### config.mk
export PLATFORM = sky130hd
export DESIGN_NAME = inst_decode
export DESIGN_NICKNAME = d
export VERILOG_FILES = /design/src/hdl/panda_pkg.sv /design/src/hdl/inst_decode.sv
export SDC_FILE = /design/constraint.sdc
export NUM_CORES = 1
export LEC_CHECK = 0
export BUFFER_PORTS_ARGS = -buffer_cell sky130_fd_sc_hd__buf_4
export CORE_MARGIN = 1.5
export CORE_UTILIZATION = 35
export DETAILED_ROUTE_END_ITERATION = 10
export PLACE_DENSITY = 0.63
export SLEW_MARGIN = 20
export SYNTH_ARGS = -nofsm -noshare
export SYNTH_HDL_FRONTEND = slang
export SYNTH_SLANG_ARGS = --single-unit
### constraint.sdc
create_clock -name clock -period 3.4 [get_ports clock]
set_input_delay 0.34 -clock clock [delete_from_list [all_inputs] [get_ports clock]]
set_output_delay 0.34 -clock clock [all_outputs]
set_load 0.05 [all_outputs]
### src/hdl/panda_pkg.sv
//====================
// Core package
// Widths and register index types
// Opcode and func encodings
// Status enum shared by decode and ROB
//====================
package panda_pkg;

	localparam int DATA_W   = 64;
	localparam int AR_COUNT = 32;
	localparam int ZERO_REG = 31;	// Reads zero, writes dropped

	typedef logic [DATA_W-1:0] data_t;
	typedef logic [4:0]        ar_idx_t;
	typedef logic [5:0]        pr_idx_t;	// Up to 64 physical registers
	typedef logic [3:0]        rob_idx_t;	// Up to 16 ROB slots
	typedef logic [31:0]       inst_word_t;
	typedef logic [6:0]        func_t;

	// Opcodes
	localparam logic [5:0] OP_HALT = 6'h00;
	localparam logic [5:0] OP_INT  = 6'h10;
	localparam logic [5:0] OP_MUL  = 6'h13;

	// Integer ops under OP_INT
	localparam func_t FUNC_ADD = 7'h20;
	localparam func_t FUNC_SUB = 7'h29;
	localparam func_t FUNC_AND = 7'h00;
	localparam func_t FUNC_OR  = 7'h08;
	localparam func_t FUNC_XOR = 7'h40;
	localparam func_t FUNC_SLL = 7'h39;

	// Only valid func under OP_MUL
	localparam func_t FUNC_MULQ = 7'h20;

	// Also tags each ROB entry as ordinary, halt or illegal
	typedef enum logic [1:0] {
		running,
		halted,
		illegal_inst
	} status_t;

endpackage

### src/hdl/inst_decode.sv
//====================
// Decode and rename stage
// Field split and illegal detection
// Map table and circular free list
// Dispatch stall
//====================
`timescale 1ns/10ps

module inst_decode #(
	parameter int PR_COUNT  = 64,
	parameter int ROB_DEPTH = 16
) (
	input  logic                  clock,
	input  logic                  rst_n,
	input  logic                  inst_valid,
	input  panda_pkg::inst_word_t inst,
	input  logic                  rob_full,
	input  panda_pkg::rob_idx_t   rob_tail,
	input  logic                  issue_busy,
	input  logic                  retire_free,
	input  panda_pkg::pr_idx_t    retire_told,
	output logic                  stall,
	output logic                  disp_valid,
	output panda_pkg::func_t      disp_func,
	output logic                  disp_is_mul,
	output panda_pkg::pr_idx_t    disp_src_a,
	output panda_pkg::pr_idx_t    disp_src_b,
	output logic                  disp_use_lit,
	output panda_pkg::data_t      disp_lit,
	output panda_pkg::pr_idx_t    disp_dest_pr,
	output panda_pkg::ar_idx_t    disp_dest_ar,
	output panda_pkg::pr_idx_t    disp_told,
	output panda_pkg::rob_idx_t   disp_rob_idx,
	output panda_pkg::status_t    disp_kind
);
	import panda_pkg::*;

	localparam int FL_DEPTH = PR_COUNT - AR_COUNT;
	localparam int FL_PW    = $clog2(FL_DEPTH);

	logic [5:0]       opcode;
	ar_idx_t          ra;
	ar_idx_t          rb;
	pr_idx_t          map_tbl [AR_COUNT];
	pr_idx_t          fl_mem [FL_DEPTH];
	logic [FL_PW-1:0] fl_head;
	logic [FL_PW-1:0] fl_tail;
	logic [FL_PW:0]   fl_count;
	logic             fl_pop;
	logic             stopped;	// Halt or illegal already taken

	function automatic logic [FL_PW-1:0] fl_next(input logic [FL_PW-1:0] ptr);
		return (ptr == FL_PW'(FL_DEPTH - 1)) ? '0 : ptr + 1'b1;
	endfunction

	assign opcode       = inst[31:26];
	assign ra           = inst[25:21];
	assign rb           = inst[20:16];
	assign disp_lit     = data_t'(inst[20:13]);
	assign disp_use_lit = inst[12];
	assign disp_func    = inst[11:5];
	assign disp_dest_ar = inst[4:0];
	assign disp_is_mul  = (opcode == OP_MUL);

	always_comb begin
		disp_kind = illegal_inst;
		if (opcode == OP_HALT)
			disp_kind = halted;
		else if (opcode == OP_INT && disp_func inside
				{FUNC_ADD, FUNC_SUB, FUNC_AND, FUNC_OR, FUNC_XOR, FUNC_SLL})
			disp_kind = running;
		else if (opcode == OP_MUL && disp_func == FUNC_MULQ)
			disp_kind = running;
	end

	assign stall      = rob_full || fl_count == '0 || issue_busy || stopped;
	assign disp_valid = inst_valid && !stall;
	assign fl_pop     = disp_valid && disp_kind == running;

	// Rename
	assign disp_src_a   = map_tbl[ra];
	assign disp_src_b   = map_tbl[rb];
	assign disp_dest_pr = fl_mem[fl_head];
	assign disp_rob_idx = rob_tail;

	// A write to r31 gets a scratch tag that goes straight back at retire
	assign disp_told = (disp_dest_ar == ZERO_REG) ? disp_dest_pr : map_tbl[disp_dest_ar];

	always_ff @(posedge clock or negedge rst_n) begin
		if (!rst_n) begin
			for (int i = 0; i < AR_COUNT; i++)
				map_tbl[i] <= pr_idx_t'(i);
			for (int i = 0; i < FL_DEPTH; i++)
				fl_mem[i] <= pr_idx_t'(AR_COUNT + i);
			fl_head  <= '0;
			fl_tail  <= '0;	// Tail meets head when full
			fl_count <= FL_DEPTH[FL_PW:0];
			stopped  <= 1'b0;
		end else begin
			if (fl_pop && disp_dest_ar != ZERO_REG)
				map_tbl[disp_dest_ar] <= disp_dest_pr;
			if (fl_pop)
				fl_head <= fl_next(fl_head);
			if (retire_free) begin
				fl_mem[fl_tail] <= retire_told;
				fl_tail         <= fl_next(fl_tail);
			end
			fl_count <= fl_count + retire_free - fl_pop;
			if (disp_valid && disp_kind != running)
				stopped <= 1'b1;
		end
	end

	// Head on tail at a pop only when every free tag is still stored
	a_fl_pop: assert property (@(posedge clock) disable iff (!rst_n)
		fl_pop |-> fl_head != fl_tail || fl_count == FL_DEPTH[FL_PW:0]);

	// ROB pointer stays inside the configured depth
	a_rob_tail: assert property (@(posedge clock) disable iff (!rst_n)
		disp_valid |-> rob_tail < ROB_DEPTH);

endmodule

==> impl_results.md, run 1 <==
* Status: complete, no violations
* Final setup viols at 0
* Die W at roughly 260 um
* Total grt overflow at 0
* Reg clk slew, reported paths at roughly 0.060 ns
* Core box area at between 60000 and 70000 sq um
* Clk root buf: clkbuf_16
* CP startpoint kind: flop
* Via density at roughly 5.8
* CP peak stage delay at between 0.5 and 0.6 ns
* GRT Total Usage at 0.197
* Sw frac at 0.312
* Internal at about 10 mW
* Drt initial violations at between 1500 and 2000
* Slew HR at 0.307
* N_diodes at 0
* Gate Count Post-Synth at 1831
* Comb power frac at 0.246
* Final core utilization at 0.400
* Tot Pwr at 15.2 mW
* Pre-CTS setup slack at between 0.3 and 0.4 ns
* Largest area contributor in the netlist: dfrtp_1
* Share of power burned in registers at 0.443
* CP most frequent cell: buf_4
* Largest net degree at the start of global routing at 93
* Initial Utilization at 0.353
* Max VDD drop at around 0.37 mV
* Die H at about 260 um
* Pre-antenna DRT Iters at 5
* Unrepaired setup endpoints after global routing: true
* Crit Path Class: reg2out
* Design area at roughly 26000 sq um
* FMAX at 297 MHz
* Critical Path RT at around 3 ns
* Cell area after synthesis at about 23000 sq um
* CTS tree: done
* Post-synthesis async set-or-reset flop share at 1.00
* Final Hold Vio Count at 0
* DR WL/cell at 23.8 um
* Critical Path Fanout Max at 27
* Final cycle utilization of the critical path at 0.990
* Global-route wire length before repair at 101000 um
* Routability cong. at between 0.9 and 1
* Vias in the first global route at 16000
* Post-DP HPWL at approximately 46000 um
* Synth unique cells at 63
* Crit. Startpoint: fl_head[0]$_DFFE_PN0P_
* CTS H-tree lvls at 2
* Clk_skew at 0.0301 ns
* Worst hold path type: in2reg
* # DRC at 0
* Area post-placement at 24100 sq um
* Ports at between 150 and 200
* Switching pwr at ~4.7 mW
* # fillers at roughly 6100
* PortBufs at 85
* Tmin final at roughly 3.4 ns
* Die area at 66300 sq um
* Critical path arrival at 3.03 ns
* Worst Max-Slew Pin Slew at about 1.0 ns
* CTS Buffer Depth at 3
* Synth top area cells: dfrtp_1, dfstp_2, mux4_2, mux2_2, nand2_1
* # rows at a little over 90
* CTS Buf Count at 44
* Later-pin clock latency in the skew report at 0.59 ns
* Layout area overhead at 13.2%
* Initial antenna violation count at 2
* Worst Setup End Kind: output port
* Slowest cell on crit path: mux4_2
* Routed via count at around 16000
* Worst reg2reg startpoint: fl_count[2]$_DFF_PN0_
* Clk pwr share at 0.310
* Cell Pwr Density at ~600 nW/um^2
* Ys flop type: dfrtp_1
* Clock sink count at roughly 400
* Share of layout cells above drive strength 1 at 0.447
* Hold_sp: retire_free
* EDFF count, synth at 0
* Worst reg-to-reg setup slack at 0.68 ns
* CP cell instances: buf_12, buf_4, mux4_2, a21oi_2, a22o_1, buf_4, a21oi_1, buf_4
* Sequential area share after synthesis at 0.453
* Nets at a little under 2000
* Routed wire length at approximately 66000 um
* Synth Register Bits at around 400
* Routed Antenna Nets at 0
* Yosys warning count at 0
* Post-synth top area share at 0.229
* Slew Limit Fails at 0
* Worst hold slack at ~0.16 ns
* Max Cap Viol at 0
* Final WS setup at about 0.034 ns
* Leakage at approximately 10 nW
* Avg Cell Area, Syn at approximately 12 sq um
## critical path, delay by kind of cell (launching register included)
family / cells / cell delay [ns]
buffers and inverters: 4 / 0.88
multiplexers: 1 / 0.56
AO/OA/AOI/OAI: 3 / 0.55
flip-flops: 1 / 0.43
## cell families (layout without fill, tap and decap cells)
logic type,after synthesis,count (layout),share of synthesized area
buffers and inverters,243,266,0.0566
adders and majority gates,16,16,0.00916
DFF,401,401,0.453
muxes,449,449,0.313
xor gates and xnor gates,4,4,0.00154
and+or+nand+nor,388,388,0.0787
other,1,56,0.000165
AOI/OAI and AO/OA,329,329,0.0879
## power by group through the flow
stage / sequential (mW) / combinational, mW / clock (mW)
final: 6.73 / 3.74 / 4.71
after global routing: 6.86 / 3.99 / 5.00
after CTS: 6.73 / 3.72 / 4.81
after detailed placement: 6.81 / 3.69 / 0
after global placement: 6.75 / 3.60 / 0
after floorplan: 6.55 / 2.66 / 0
## cell usage after synthesis, drive strengths merged (2+ instances only)
| cell | count |
|---|---|
| nand2 | 217 |
| o21ai | 215 |
| mux2 | 209 |
| dfrtp | 208 |
| dfstp | 193 |
| mux4 | 187 |
| buf | 126 |
| clkbuf | 97 |
| nor2 | 62 |
| mux2i | 53 |
| nand3 | 46 |
| o2111ai | 33 |
| inv | 20 |
| ha | 15 |
| a21oi | 14 |
| nor3 | 14 |
| a221oi | 13 |
| a22o | 13 |
| o22ai | 9 |
| nand3b | 8 |
| nand2b | 7 |
| nor2b | 7 |
| a211oi | 5 |
| o221ai | 5 |
| and3 | 4 |
| or3 | 4 |
| a22oi | 3 |
| and2 | 3 |
| nand4 | 3 |
| nor4 | 3 |
| o211ai | 3 |
| o31ai | 3 |
| or3b | 3 |
| a21o | 2 |
| nor3b | 2 |
| o211a | 2 |
| xnor2 | 2 |
| xor2 | 2 |
## worst paths after layout
kind                                            to  depth (start not counted)
setup / recovery                      disp_told[3]                          8
hold / removal              fl_tail[0]$_DFFE_PN0P_                          3
setup reg to reg             fl_count[4]$_DFF_PN0_                         15
hold reg to reg             map_tbl[1]$_DFFE_PN1P_                          0
max in group asynchronous   fl_mem[21]$_DFFE_PN1P_                          3
min in group asynchronous  map_tbl[87]$_DFFE_PN0P_                          2
## cells in the final DEF (no fill, tap or decap), types with 9 or more instances in the layout
cell,n
nand2_1,217
mux2_2,209
dfrtp_1,206
dfstp_2,193
mux4_2,187
o21ai_1,145
buf_4,143
o21ai_0,70
nor2_1,62
conb_1,56
mux2i_1,52
clkbuf_16,45
o2111ai_1,32
nand3_1,29
inv_1,20
clkbuf_1,18
nand3_2,17
buf_12,16
ha_1,15
nor3_1,13
a221oi_1,13
a22o_1,12
a21oi_1,11
o22ai_1,9
clkbuf_8,9
## timing repair
| item | 4_1_cts | 5_1_grt |
|---|---|---|
| hold endpoints to repair | 52 | 0 |
| gates resized for setup | 10 | 6 |
| pin swaps | 0 | 1 |
| hold buffers | 1 | 0 |
| cloned | 0 | 0 |
| setup endpoints to repair | 10 | 9 |
| buffers inserted | 1 | 8 |
## cell type report
| class | count | area (sq um) | share of cell area |
|---|---|---|---|
| multi-input combinational | 1242 | 11400 | 0.444 |
| sequential | 401 | 10300 | 0.400 |
| timing repair buffer | 164 | 1450 | 0.0566 |
| clock buffer | 72 | 1320 | 0.0513 |
| tap | 855 | 1070 | 0.0417 |
| clock inverter | 10 | 87.6 | 0.00341 |
| inverter | 20 | 75.1 | 0.00292 |
## state kept, by name, indices dropped and copies added, names as in the netlist
signal	cells
fl_count	6
fl_head	5
fl_mem	192
fl_tail	5
map_tbl	192
stopped	1
## metal layers
metal	track usage	routed length [um]
met5	0	0
met3	0.0405	5430
met2	0.310	30900
met4	0.0749	2410
met1	0.269	27000
## through the flow
step,cells,TNS (ns)
2_1_floorplan,1886,0
3_3_place_gp,2672,0
3_5_place_dp,2672,0
4_1_cts,2756,0
5_1_grt,2764,-0.0663
6_report,2764,0
Power figures use the tool's default switching activity.
==> run 2: changes to the inputs <==
--- a/config.mk
+++ b/config.mk
@@ -7,9 +7,9 @@
 export LEC_CHECK = 0
 export BUFFER_PORTS_ARGS = -buffer_cell sky130_fd_sc_hd__buf_4
 export CORE_MARGIN = 1.5
-export CORE_UTILIZATION = 35
+export CORE_UTILIZATION = 45
 export DETAILED_ROUTE_END_ITERATION = 10
-export PLACE_DENSITY = 0.63
+export PLACE_DENSITY = 0.74
 export SLEW_MARGIN = 20
 export SYNTH_ARGS = -nofsm -noshare
 export SYNTH_HDL_FRONTEND = slang
==> run 2 against run 1 <==
Maximum frequency is 1.1% higher. Flip-flop and latch count stayed put. Via count is 2.4% higher. Total power is 0.37% higher. Worst setup slack better by 0.035 ns. Clock skew is 0.0084 ns higher.
==> impl_results.md, run 2 (same netlist as run 1, synthesis figures left out) <==
* Status: complete, no violations
* Switching pwr at 4.76 mW (+0.46%)
* Pre-antenna DRT Iters at 6 (+1)
* Worst reg2reg startpoint: fl_head[0]$_DFFE_PN0P_
* Slew HR at 0.356 (+0.0490)
* FMAX at 300 MHz (+1.1%)
* Slew Limit Fails at 0 (unchanged)
* Cell Pwr Density at 600 nW/um^2 (+1.5%)
* Critical path depth in cells at 6 (-2)
* Largest net degree at the start of global routing at 92 (-1.1%)
* Top flop regs: fl_mem (192), map_tbl (192), fl_count (6)
* Crit path capture: disp_dest_pr[3]
* CP peak stage delay at 0.57 ns (about the same)
* Critical Path Fanout Max at 17 (-37%)
* Design area at 25400 sq um (-1.1%)
* GRT Total Usage at 0.262 (+0.0647)
* Area post-placement at 23800 sq um (-1.3%)
* Leakage at 9.92 nW (-0.64%)
* Crit. Startpoint: fl_head[0]$_DFFE_PN0P_
* Drt initial violations at 2373 (+25%)
* Worst hold path type: in2reg
* Clk_skew at 0.0385 ns (+0.00844 ns)
* Clk pwr share at 0.309 (about the same)
* Routability cong. at 1.04 (+6.7%)
* Worst Setup End Kind: output port
* CP startpoint kind: flop
* CP cell instances: buf_12, mux4_2, a21oi_1, a22o_2, inv_1, buf_4
* Global-route wire length before repair at 102000 um (+0.38%)
* Final Hold Vio Count at 0 (unchanged)
* Most common cell after layout, fill and taps aside: nand2_1
* Nets at 1926 (-0.57%)
* Critical Path RT at 3.06 ns (about the same)
* Initial Utilization at 0.454 (+0.101)
* Routed Antenna Nets at 0 (unchanged)
* Critical path arrival at 2.99 ns (-0.04 ns)
* Comb power frac at 0.250 (+0.004)
* Unrepaired setup endpoints after global routing: false
* PortBufs at 85 (unchanged)
* Final core utilization at 0.508 (+0.108)
* Internal at 10.5 mW (+0.33%)
* Share of power burned in registers at 0.442 (about the same)
* Worst reg-to-reg setup slack at 0.72 ns (+0.04 ns)
* Die H at 228 um (-12%)
* Share of layout cells above drive strength 1 at 0.446 (-0.00115)
* Sw frac at 0.312 (about the same)
* R2R cell count at 6 (-9)
* Hold_sp: retire_free
* Tmin final at 3.33 ns (-0.0351 ns)
* Die area at 51800 sq um (-22%)
* Fin Setup TNS at 0 ns (unchanged)
* Commonest non-fill, non-tap cells in the layout: nand2_1, mux2_2, dfrtp_1
* CTS Buffer Depth at 3 (unchanged)
* Core box area at 50000 sq um (-22%)
* Final cycle utilization of the critical path at 0.980 (-0.0103)
* CTS Buf Count at 44 (unchanged)
* Max Cap Viol at 0 (unchanged)
* Later-pin clock latency in the skew report at 0.61 ns (+0.02 ns)
* Routed via count at 16400 (+2.4%)
* Clock sink count at 401 (unchanged)
* Post-DP HPWL at 44800 um (-3.2%)
* # DRC at 0 (unchanged)
* CTS H-tree lvls at 2 (unchanged)
* DR WL/cell at 25.8 um (+8.8%)
* Die W at 228 um (-12%)
* Tot Pwr at 15.2 mW (+0.37%)
* Crit Path Class: reg2out
* Max VDD drop at 0.589 mV (+58%)
* Layout area overhead at 11.9%
* Total grt overflow at 0 (unchanged)
* Routed wire length at 66400 um (+1.1%)
* Reg clk slew, reported paths at 0.06 ns (about the same)
* Via density at 6.38 (+10%)
* Vias in the first global route at 16400 (+2.4%)
* Final setup viols at 0 (unchanged)
* N_diodes at 0 (unchanged)
* CTS tree: done
* Slowest cell on crit path: mux4_2
* Initial antenna violation count at 3 (+1)
* Clk root buf: clkbuf_16
* R2r endpoint: map_tbl[57]$_DFFE_PN0P_
* Ports at 158 (unchanged)
* # rows at 82 (-12%)
* Family with the most delay on the worst path: compound AO/OA/AOI/OAI gates
* Crit path buf inv count at 3 (-1)
* Worst Max-Slew Pin Slew at 0.964 ns (-0.0665 ns)
==> run 2: changes by cell type in the layout (fill, tap and decap cells not counted), sizes merged, moves of 2 or more <==
cell / change
buf: -13
inv: -2
clkbuf: -7
bufinv: +2
clkinv: +5
==> run 2: power groups by stage <==
stage / logic (mW) / registers, mW / clock network [mW]
global placement: 3.53 / 6.70 / 0
CTS: 3.70 / 6.72 / 4.75
detailed placement: 3.64 / 6.79 / 0
floorplan: 2.66 / 6.55 / 0
finish: 3.80 / 6.73 / 4.71
global route: 4.04 / 6.85 / 4.96
==> run 2: worst register-to-register path: stages (launching register included) <==
cell	delay [ns]
dfrtp_2	0.46
buf_12	0.21
mux4_2	0.59
a21oi_1	0.42
a22o_2	0.34
buf_4	0.36
o21ai_0	0.15
==> run 2: what timing repair did <==
action	in CTS	in global routing
endpoints found under the setup margin	8	11
setup buffers	3	0
resized for setup	4	12
cloned	1	1
pin swaps	2	1
endpoints found under the hold margin	47	0
hold buffers	1	0
==> run 2: metrics by stage <==
stage                     worst slack, ns  instances  hold WS, ns
after floorplan                    0.0454       1886       0.0444
after global placement              0.449       2482        0.364
after detailed placement            0.476       2482        0.365
after CTS                         0.00428       2567        0.129
after global routing              0.00455       2568        0.139
final                              0.0694       2568        0.144
==> run 2: routing by layer <==
layer	vias up	track usage	wire [um]
li1	6807	-	-
met2	1000	0.408	30600
met3	227	0.0794	7290
met5	-	0	13
met4	2	0.125	3650
met1	8357	0.334	24800
==> run 2: how the worst min path moves through the flow <==
stage | slack, ns | to | cells past startpoint
2_1_floorplan | 0.04 | fl_count[0]$_DFF_PN0_ | 0
6_report | 0.14 | fl_tail[0]$_DFFE_PN0P_ | 3
3_5_place_dp | 0.37 | map_tbl[1]$_DFFE_PN1P_ | 0
3_3_place_gp | 0.36 | map_tbl[2]$_DFFE_PN1P_ | 0
5_1_grt | 0.14 | fl_tail[0]$_DFFE_PN0P_ | 3
4_1_cts | 0.13 | fl_tail[0]$_DFFE_PN0P_ | 3
==> run 2: layout make-up <==
class,count,area (sq um)
Multi-Input combinational cell,1242,11400
Inverter,20,75.1
Timing Repair Buffer,153,1380
Clock buffer,64,1230
Clock inverter,16,176
Fill cell,4215,24600
Tap cell,672,841
Sequential cell,401,10300
